===== config.mk =====
export PLATFORM = sky130hd
export DESIGN_NAME = receive_top
export DESIGN_NICKNAME = d
export VERILOG_FILES = /design/src/design/receive_pkg.sv /design/src/design/sample_fifo.sv /design/src/design/sample_conditioner.sv /design/src/design/sample_discriminator.sv /design/src/design/sparse_buffer.sv /design/src/design/receive_top.sv
export SDC_FILE = /design/constraint.sdc
export NUM_CORES = 2
export LEC_CHECK = 0
export ABC_CLOCK_PERIOD_IN_PS = 12700
export BUFFER_PORTS_ARGS = -buffer_cell sky130_fd_sc_hd__buf_2
export CORE_ASPECT_RATIO = 1.25
export CORE_UTILIZATION = 60
export DETAILED_ROUTE_END_ITERATION = 10
export PLACE_DENSITY_LB_ADDON = 0.08
export SETUP_SLACK_MARGIN = 0.5
export SLEW_MARGIN = 15
export SYNTH_ARGS = -nofsm -noshare
export SYNTH_HDL_FRONTEND = slang
export SYNTH_HIERARCHICAL = 1
export SYNTH_SLANG_ARGS = --single-unit
export TNS_END_PERCENT = 1

===== constraint.sdc =====
create_clock -name clk -period 12.7 [get_ports clk]
set_clock_uncertainty 0.1 [all_clocks]
set_input_delay 1.905 -clock clk [delete_from_list [all_inputs] [get_ports clk]]
set_output_delay 1.905 -clock clk [all_outputs]
set_load 0.005 [all_outputs]

===== src/design/receive_pkg.sv =====
// shared widths and types for the capture path
// samples, input words, configuration, discriminator output, readout stream
`default_nettype none

package receive_pkg;

  // default widths, the top level parameters must match these
  localparam int SAMPLE_WIDTH_MAX = 16;
  localparam int PARALLEL_SAMPLES_MAX = 2;
  localparam int CHANNELS_MAX = 2;
  localparam int INDEX_WIDTH = 32;
  localparam int CHANNEL_BITS = (CHANNELS_MAX > 1) ? $clog2(CHANNELS_MAX) : 1;

  typedef logic signed [SAMPLE_WIDTH_MAX-1:0] sample_t;
  typedef sample_t [PARALLEL_SAMPLES_MAX-1:0] adc_word_t;
  typedef logic [INDEX_WIDTH-1:0] index_t;

  //////////////////////////////////////////////////
  // configuration
  //////////////////////////////////////////////////
  typedef struct packed {
    sample_t threshold_high;
    sample_t threshold_low;
    logic    differentiate;
  } channel_config_t;

  typedef channel_config_t [CHANNELS_MAX-1:0] receive_config_t;

  //////////////////////////////////////////////////
  // datapath words
  //////////////////////////////////////////////////
  typedef struct packed {
    logic      save;
    logic      run_start;
    index_t    index;
    adc_word_t data;
  } disc_word_t;

  // payload is an index for timestamps, otherwise an adc_word_t
  typedef struct packed {
    logic                    is_timestamp;
    logic [CHANNEL_BITS-1:0] channel;
    logic [INDEX_WIDTH-1:0]  payload;
  } readout_word_t;

endpackage

`default_nettype wire


===== src/design/sample_fifo.sv =====
// first-word-fall-through FIFO on a register array, entry type set by parameter
`default_nettype none

module sample_fifo #(
  parameter type entry_t = logic [31:0],
  parameter int DEPTH = 16
) (
  input  logic   clk,
  input  logic   reset,
  input  logic   clear,
  input  logic   write,
  input  logic   read,
  input  entry_t write_data,
  output entry_t read_data,
  output logic   full,
  output logic   empty
);

  localparam int ADDR_WIDTH = (DEPTH > 1) ? $clog2(DEPTH) : 1;

  entry_t mem [DEPTH];
  logic [ADDR_WIDTH-1:0] write_ptr;
  logic [ADDR_WIDTH-1:0] read_ptr;
  logic [ADDR_WIDTH:0] count;
  logic do_write;
  logic do_read;

  assign do_write = write & ~full;
  assign do_read = read & ~empty;
  assign full = (count == (ADDR_WIDTH + 1)'(DEPTH));
  assign empty = (count == '0);
  // head of the queue is always visible
  assign read_data = mem[read_ptr];

  always_ff @(posedge clk) begin
    if (do_write) begin
      mem[write_ptr] <= write_data;
    end
  end

  always_ff @(posedge clk) begin
    if (reset || clear) begin
      write_ptr <= '0;
      read_ptr <= '0;
      count <= '0;
    end else begin
      if (do_write) begin
        write_ptr <= (write_ptr == ADDR_WIDTH'(DEPTH - 1)) ? '0 : write_ptr + 1'b1;
      end
      if (do_read) begin
        read_ptr <= (read_ptr == ADDR_WIDTH'(DEPTH - 1)) ? '0 : read_ptr + 1'b1;
      end
      case ({do_write, do_read})
        2'b10: count <= count + 1'b1;
        2'b01: count <= count - 1'b1;
        default: count <= count;
      endcase
    end
  end

endmodule

`default_nettype wire


===== src/design/sample_conditioner.sv =====
// per-channel conditioner with a registered raw/differentiated select
`default_nettype none

module sample_conditioner #(
  parameter int PARALLEL_SAMPLES = 2,
  parameter int SAMPLE_WIDTH = 16
) (
  input  logic                   clk,
  input  logic                   reset,
  input  logic                   config_load,
  input  logic                   differentiate,
  input  receive_pkg::adc_word_t in_word,
  input  logic                   in_valid,
  output receive_pkg::adc_word_t out_word,
  output logic                   out_valid
);
  import receive_pkg::*;

  logic differentiate_sel;
  // last sample of the previous valid word
  sample_t prev_sample;
  adc_word_t diff_word;
  // one extra bit so the difference cannot overflow
  logic signed [SAMPLE_WIDTH:0] diff [PARALLEL_SAMPLES];

  //////////////////////////////////////////////////
  // differentiator
  //////////////////////////////////////////////////
  always_comb begin
    for (int i = 0; i < PARALLEL_SAMPLES; i++) begin
      if (i == 0) begin
        diff[i] = $signed(in_word[0]) - $signed(prev_sample);
      end else begin
        diff[i] = $signed(in_word[i]) - $signed(in_word[i-1]);
      end
      // dropping the lsb is an arithmetic shift, so it rounds toward minus infinity
      diff_word[i] = diff[i][SAMPLE_WIDTH:1];
    end
  end

  //////////////////////////////////////////////////
  // control state
  //////////////////////////////////////////////////
  always_ff @(posedge clk) begin
    if (reset) begin
      differentiate_sel <= 1'b0;
      prev_sample <= '0;
      out_valid <= 1'b0;
    end else begin
      if (config_load) begin
        differentiate_sel <= differentiate;
      end
      if (in_valid) begin
        prev_sample <= in_word[PARALLEL_SAMPLES-1];
      end
      out_valid <= in_valid;
    end
  end

  // output word, one cycle after the input
  always_ff @(posedge clk) begin
    if (in_valid) begin
      out_word <= differentiate_sel ? diff_word : in_word;
    end
  end

endmodule

`default_nettype wire


===== src/design/sample_discriminator.sv =====
// per-channel hysteresis discriminator
// also counts words since capture start and flags the start of each saved run
`default_nettype none

module sample_discriminator #(
  parameter int PARALLEL_SAMPLES = 2,
  parameter int SAMPLE_WIDTH = 16
) (
  input  logic                         clk,
  input  logic                         reset,
  input  logic                         config_load,
  input  receive_pkg::channel_config_t thresholds,
  input  logic                         capture_start,
  input  receive_pkg::adc_word_t       in_word,
  input  logic                         in_valid,
  output receive_pkg::disc_word_t      out,
  output logic                         out_valid
);
  import receive_pkg::*;

  logic signed [SAMPLE_WIDTH-1:0] threshold_high_q;
  logic signed [SAMPLE_WIDTH-1:0] threshold_low_q;
  logic any_above;
  logic all_below;
  // hysteresis flag, also tells whether the previous word was saved
  logic active;
  logic active_next;
  index_t index;

  //////////////////////////////////////////////////
  // threshold compare
  //////////////////////////////////////////////////
  always_comb begin
    any_above = 1'b0;
    all_below = 1'b1;
    for (int i = 0; i < PARALLEL_SAMPLES; i++) begin
      if ($signed(in_word[i]) > threshold_high_q) begin
        any_above = 1'b1;
      end
      if (!($signed(in_word[i]) < threshold_low_q)) begin
        all_below = 1'b0;
      end
    end
    if (any_above) begin
      active_next = 1'b1;
    end else if (all_below) begin
      active_next = 1'b0;
    end else begin
      active_next = active;
    end
  end

  always_ff @(posedge clk) begin
    if (reset) begin
      threshold_high_q <= '0;
      threshold_low_q <= '0;
      active <= 1'b0;
      index <= '0;
      out_valid <= 1'b0;
    end else begin
      if (config_load) begin
        threshold_high_q <= thresholds.threshold_high;
        threshold_low_q <= thresholds.threshold_low;
      end
      if (capture_start) begin
        // the word in this stage belongs to the previous capture
        active <= 1'b0;
        index <= '0;
        out_valid <= 1'b0;
      end else begin
        out_valid <= in_valid;
        if (in_valid) begin
          active <= active_next;
          index <= index + 1'b1;
        end
      end
    end
  end

  always_ff @(posedge clk) begin
    if (in_valid) begin
      out.save <= active_next;
      out.run_start <= active_next & ~active;
      out.index <= index;
      out.data <= in_word;
    end
  end

endmodule

`default_nettype wire


===== src/design/sparse_buffer.sv =====
// per-channel timestamp and sample FIFOs with overflow cut-off
// capture state machine and readout sequencer with a valid/ready output
`default_nettype none

module sparse_buffer #(
  parameter int CHANNELS = 2,
  parameter int DEPTH = 16
) (
  input  logic                                   clk,
  input  logic                                   reset,
  input  logic                                   capture_start,
  input  logic                                   capture_stop,
  input  receive_pkg::disc_word_t [CHANNELS-1:0] in,
  input  logic [CHANNELS-1:0]                    in_valid,
  output logic                                   capturing,
  output receive_pkg::readout_word_t             out_word,
  output logic                                   out_valid,
  output logic                                   out_last,
  input  logic                                   out_ready
);
  import receive_pkg::*;

  // readout sources in order: ch0 timestamps, ch0 samples, ch1 timestamps, ...
  localparam int SOURCES = 2 * CHANNELS;
  localparam int PTR_WIDTH = $clog2(SOURCES + 1);

  typedef enum logic [1:0] {state_idle, state_capture, state_readout} state_t;

  state_t state;
  logic [1:0] stop_delay;
  logic start_now;
  logic [CHANNELS-1:0] ts_write, samp_write, ts_read, samp_read;
  logic [CHANNELS-1:0] ts_full, samp_full, ts_empty, samp_empty;
  index_t ts_data [CHANNELS];
  adc_word_t samp_data [CHANNELS];
  logic [SOURCES-1:0] src_empty;
  logic [PTR_WIDTH-1:0] src_ptr;
  logic ptr_empty, remaining, src_pop, out_load, terminator;
  logic stage_valid;
  readout_word_t stage_word, next_word;

  assign capturing = (state == state_capture);
  assign start_now = (state == state_idle) & capture_start;

  //////////////////////////////////////////////////
  // per-channel storage
  //////////////////////////////////////////////////
  for (genvar c = 0; c < CHANNELS; c++) begin : g_channel
    logic cut;
    logic wants;
    logic blocked;

    assign wants = capturing & in_valid[c] & in[c].save & ~cut;
    assign blocked = samp_full[c] | (in[c].run_start & ts_full[c]);
    assign samp_write[c] = wants & ~blocked;
    assign ts_write[c] = samp_write[c] & in[c].run_start;
    assign ts_read[c] = src_pop & (src_ptr == PTR_WIDTH'(2 * c));
    assign samp_read[c] = src_pop & (src_ptr == PTR_WIDTH'(2 * c + 1));
    assign src_empty[2*c] = ts_empty[c];
    assign src_empty[2*c+1] = samp_empty[c];

    // once a FIFO fills, the channel saves nothing more this capture
    always_ff @(posedge clk) begin
      if (reset || start_now) begin
        cut <= 1'b0;
      end else if (wants && blocked) begin
        cut <= 1'b1;
      end
    end

    sample_fifo #(.entry_t(index_t), .DEPTH(DEPTH)) ts_fifo (
      .clk, .reset, .clear(start_now),
      .write(ts_write[c]), .read(ts_read[c]),
      .write_data(in[c].index), .read_data(ts_data[c]),
      .full(ts_full[c]), .empty(ts_empty[c])
    );

    sample_fifo #(.entry_t(adc_word_t), .DEPTH(DEPTH)) samp_fifo (
      .clk, .reset, .clear(start_now),
      .write(samp_write[c]), .read(samp_read[c]),
      .write_data(in[c].data), .read_data(samp_data[c]),
      .full(samp_full[c]), .empty(samp_empty[c])
    );
  end

  //////////////////////////////////////////////////
  // readout sequencer
  //////////////////////////////////////////////////
  always_comb begin
    remaining = 1'b0;
    ptr_empty = 1'b1;
    next_word = '0;
    for (int k = 0; k < SOURCES; k++) begin
      if (k >= src_ptr && !src_empty[k]) begin
        remaining = 1'b1;
      end
      if (k == src_ptr) begin
        ptr_empty = src_empty[k];
      end
    end
    for (int c = 0; c < CHANNELS; c++) begin
      if (src_ptr == PTR_WIDTH'(2 * c)) begin
        next_word = '{is_timestamp: 1'b1, channel: CHANNEL_BITS'(c), payload: ts_data[c]};
      end else if (src_ptr == PTR_WIDTH'(2 * c + 1)) begin
        next_word = '{is_timestamp: 1'b0, channel: CHANNEL_BITS'(c), payload: samp_data[c]};
      end
    end
    out_load = (state == state_readout) & stage_valid & (~out_valid | out_ready);
    src_pop = (state == state_readout) & (~stage_valid | out_load) & ~ptr_empty;
    // empty capture, send a lone terminator
    terminator = (state == state_readout) & ~stage_valid & ~remaining & ~out_valid;
  end

  always_ff @(posedge clk) begin
    if (reset) begin
      state <= state_idle;
      stop_delay <= '0;
      src_ptr <= '0;
      stage_valid <= 1'b0;
      out_valid <= 1'b0;
      out_last <= 1'b0;
    end else begin
      case (state)
        state_idle: begin
          if (capture_start) begin
            state <= state_capture;
            stop_delay <= '0;
          end
        end
        state_capture: begin
          // two extra cycles let words already in the pipeline land
          if (stop_delay[1]) begin
            state <= state_readout;
            stop_delay <= '0;
            src_ptr <= '0;
          end else if (stop_delay[0]) begin
            stop_delay <= 2'b10;
          end else if (capture_stop) begin
            stop_delay <= 2'b01;
          end
        end
        state_readout: begin
          if (src_pop) begin
            stage_valid <= 1'b1;
          end else if (out_load) begin
            stage_valid <= 1'b0;
          end
          if (!src_pop && ptr_empty && src_ptr < PTR_WIDTH'(SOURCES)) begin
            src_ptr <= src_ptr + 1'b1;
          end
          if (out_load || terminator) begin
            out_valid <= 1'b1;
            out_last <= terminator | ~remaining;
          end else if (out_valid && out_ready) begin
            out_valid <= 1'b0;
            out_last <= 1'b0;
          end
          if (out_valid && out_ready && out_last) begin
            state <= state_idle;
          end
        end
        default: state <= state_idle;
      endcase
    end
  end

  always_ff @(posedge clk) begin
    if (src_pop) begin
      stage_word <= next_word;
    end
    if (terminator) begin
      out_word <= '{is_timestamp: 1'b1, channel: CHANNEL_BITS'(CHANNELS - 1), payload: '0};
    end else if (out_load) begin
      out_word <= stage_word;
    end
  end

endmodule

`default_nettype wire


===== src/design/receive_top.sv =====
// top level of the capture path
// conditioner and discriminator per channel, one shared sparse buffer
`default_nettype none

module receive_top #(
  parameter int CHANNELS = 2,
  parameter int PARALLEL_SAMPLES = 2,
  parameter int SAMPLE_WIDTH = 16,
  parameter int BUFFER_DEPTH = 16
) (
  input  logic                                  clk,
  input  logic                                  reset,
  input  receive_pkg::adc_word_t [CHANNELS-1:0] adc_data,
  input  logic [CHANNELS-1:0]                   adc_valid,
  input  receive_pkg::receive_config_t          config_data,
  input  logic                                  config_load,
  input  logic                                  capture_start,
  input  logic                                  capture_stop,
  output receive_pkg::readout_word_t            out_word,
  output logic                                  out_valid,
  output logic                                  out_last,
  input  logic                                  out_ready
);
  import receive_pkg::*;

  adc_word_t [CHANNELS-1:0] conditioner_word;
  logic [CHANNELS-1:0] conditioner_valid;
  disc_word_t [CHANNELS-1:0] disc_out;
  logic [CHANNELS-1:0] disc_valid;
  logic capturing;
  logic config_accept;
  logic start_accept;

  // the packed types are sized by the package
  if (SAMPLE_WIDTH != SAMPLE_WIDTH_MAX || PARALLEL_SAMPLES != PARALLEL_SAMPLES_MAX ||
      CHANNELS != CHANNELS_MAX) begin : g_width_check
    $error("receive_top parameters do not match receive_pkg widths");
  end

  // config and restarts only take effect outside a capture
  assign config_accept = config_load & ~capturing;
  assign start_accept = capture_start & ~capturing;

  //////////////////////////////////////////////////
  // per-channel front end
  //////////////////////////////////////////////////
  for (genvar c = 0; c < CHANNELS; c++) begin : g_channel
    sample_conditioner #(
      .PARALLEL_SAMPLES(PARALLEL_SAMPLES),
      .SAMPLE_WIDTH(SAMPLE_WIDTH)
    ) conditioner (
      .clk, .reset,
      .config_load(config_accept),
      .differentiate(config_data[c].differentiate),
      .in_word(adc_data[c]), .in_valid(adc_valid[c]),
      .out_word(conditioner_word[c]), .out_valid(conditioner_valid[c])
    );

    sample_discriminator #(
      .PARALLEL_SAMPLES(PARALLEL_SAMPLES),
      .SAMPLE_WIDTH(SAMPLE_WIDTH)
    ) discriminator (
      .clk, .reset,
      .config_load(config_accept), .thresholds(config_data[c]),
      .capture_start(start_accept),
      .in_word(conditioner_word[c]), .in_valid(conditioner_valid[c]),
      .out(disc_out[c]), .out_valid(disc_valid[c])
    );
  end

  sparse_buffer #(.CHANNELS(CHANNELS), .DEPTH(BUFFER_DEPTH)) buffer (
    .clk, .reset,
    .capture_start, .capture_stop,
    .in(disc_out), .in_valid(disc_valid),
    .capturing,
    .out_word, .out_valid, .out_last, .out_ready
  );

endmodule

`default_nettype wire


==> results.ini <==
[clocking]
cts_made_buffers=230
clk_pin_slew_ns=0.07
tritoncts=done
clkLatencyLatePin_ns=0.87
post-cts-setup-buffers=0
ctsHtreeMaxLevel=4
cts-root-buf=clkbuf_16
cts_resized=0
clock-sinks=2560
clockBufferDepth=3
cts_hold_buf=0

[sta]
grt_setup_unrepaired=no
hold_viol=0
setup_viol=0
worstMarginPinSlew_ns=1.17
slew_viol_final=0
post-route-period-util=0.366
layout_min_cycle_time_ns=4.65
max_freq_mhz=215
maxSlewHeadroom=0.221
setup-tns-final_ns=0

[floorplanning]
die_x_um=375
die_area_sq_um=176000
rows=170
die_height_um=469
ios=174
initial_core_util=0.606
coreArea_sq_um=173000

[critical_path]
crit_required_ns=13.16
cp_data_arrival_time_ns=5.11
cp-start-kind=flop
critPathCaptureType=flop
critPathMaxFanout=49
path_class=reg2reg

[global_routing]
grt_max_degree=88
grt_use_total=0.290
grt_antenna_before_repair=11
grt_overflow=0
grt_pass1_vias=53600
grt_pass1_wl_mm=364

[yosys]
synthArstFlopShare=0
yosys_warnings=6
syn_nets=5950
syn_inst=5587
synth_ff_type=edfxtp_1
syn_area_sq_um=105000
synthDistinctLibCells=102
synth_seq_cells=2560
synth_edf_count=2278
avgSynthCellArea_sq_um=18.7
yosysSeqAreaShare=0.708

[routing]
first_pass_iters=9
vias=53600
vias_per_cell=6.42
drt-total-wl_mm=252
drt_iter0_markers=6000
drt-wirelength-per-cell_um=30.1
antenna_left=0
drc=0

[layout]
area_growth_pct=10.4
fillCellCount=11300
finalNetCount=6187
drive_above_1_share=0.246
stdcell_area_sq_um=115000

[flow_run]
drv_cap=0

[min_path]
hold_class=reg2reg

[status]
status=finished, final reports clean

[power_and_ir_drop]
p_per_area_nw_per_um2=147
leakagePower_nw=37.1
max-vdd-ir-drop_mv=0.117
power_w=0.0169

[placed_design]
placed_area_sq_um=108000
place.gp.congestion=0.875
numPortBuffers=173
dpl.hpwl_mm=150

sequential cells by signal, summed over array words and instances (netlist names), 8 cells and up, named ones only:
register / count
buffer/stage_word: 34
buffer/g_channel.ts_fifo/read_ptr: 8
g_channel.discriminator/index: 64
g_channel.discriminator/out: 132
buffer/g_channel.ts_fifo/write_ptr: 8
buffer/g_channel.ts_fifo/mem: 1024
g_channel.discriminator/threshold_high_q: 32
buffer/g_channel.samp_fifo/write_ptr: 8
g_channel.discriminator/threshold_low_q: 32
buffer/g_channel.ts_fifo/count: 10
g_channel.conditioner/out_word: 64
buffer/g_channel.samp_fifo/read_ptr: 8
buffer/g_channel.samp_fifo/mem: 1024
buffer/out_word: 34
g_channel.conditioner/prev_sample: 32
buffer/g_channel.samp_fifo/count: 10
routing by layer:
metal  share of wire  GRT usage
met3           0.081     0.0543
met5         0.00021          0
met1            0.40      0.397
met4           0.031     0.0925
met2            0.49      0.475
Yosys cell counts, types with 22 or more instances:
cell	count	share of area
buf_1	24	0.00086
buf_6	65	0.0070
nand2b_1	27	0.0016
clkbuf_1	86	0.0031
a222oi_1	32	0.0031
inv_1	189	0.0068
edfxtp_1	2278	0.65
dfxtp_1	282	0.054
buf_2	68	0.0033
nand2_1	201	0.0072
mux2i_1	131	0.013
nor3_1	23	0.0011
nand4_1	50	0.0030
o21ai_0	67	0.0032
and2_1	61	0.0036
xnor2_1	40	0.0033
a21oi_1	198	0.0095
mux4_2	617	0.13
o21ai_1	24	0.0011
mux4_1	23	0.0058
ha_1	221	0.026
nor2_1	298	0.011
nand3_1	59	0.0028
a21o_1	22	0.0016
xor2_1	62	0.0052
a21oi_2	29	0.0024
kinds of logic after synthesis:
| kind of cell | count (synthesis) | share of synthesized area |
|---|---|---|
| adder cells (fa/ha/maj) | 225 | 0.0272 |
| AO/OA/AOI/OAI | 556 | 0.0365 |
| multiplexers | 791 | 0.153 |
| flip-flops | 2560 | 0.708 |
| AND/OR/NAND/NOR | 883 | 0.0424 |
| XOR/XNOR | 102 | 0.00854 |
| buffers and inverters | 470 | 0.0241 |
where the power goes:
group	switching (W)	total (W)	internal, W
sequential	0.000123	0.00932	0.00919
clock	0.00309	0.00713	0.00404
combinational	0.000294	0.000494	0.000200
final timing paths:
check	end	slack, ns	cells after the start	from
worst max-delay path	buffer/stage_word[20]	8.05	5	flop
worst min-delay path	buffer/out_word[30]	0.36	2	buffer/out_word[30]
worst max register to register	buffer/stage_word[20]	8.05	5	flop
worst min register to register	buffer/out_word[30]	0.36	2	buffer/out_word[30]
placed cells by master (no fill, tap or decap), types with 67 or more instances in the layout:
master,netlist,layout
a21oi_1,198,198
buf_2,68,172
buf_4,18,108
clkbuf_16,0,237
dfxtp_1,282,262
edfxtp_1,2278,2278
ha_1,221,221
inv_1,189,189
mux2i_1,131,131
mux4_2,617,617
nand2_1,201,201
nor2_1,298,297
o21ai_0,67,67
final cells by class:
type                    count  area [sq um]  share of cell area
diodes                      8          20.0            0.000173
clock buffers             306          6490              0.0562
clock inverters           133          1300              0.0113
inverters                 194           728             0.00631
multi-input cells        2557         28200               0.244
flip-flops and latches   2560         74100               0.642
well taps                2322          2910              0.0252
repair buffers            281          1690              0.0147
worst max-delay path, stage by stage (launching register included):
cell	delay, ns
dfxtp_4	0.92
buf_4	0.90
mux4_2	0.61
mux4_2	0.56
a222oi_1	1.04
a21oi_1	0.17
stage by stage:
| step | worst slack, ns | hold WS, ns | cells | utilization |
|---|---|---|---|---|
| after global routing | 7.68 | 0.386 | 8357 | 0.669 |
| after floorplan | 6.96 | 0.330 | 5587 | - |
| after detailed placement | 7.86 | 0.343 | 7914 | 0.624 |
| after CTS | 7.94 | 0.359 | 8353 | 0.669 |
| final | 8.05 | 0.356 | 8361 | 0.669 |
| after global placement | 7.89 | 0.342 | 7914 | 0.624 |
Power figures use the tool's default switching activity.
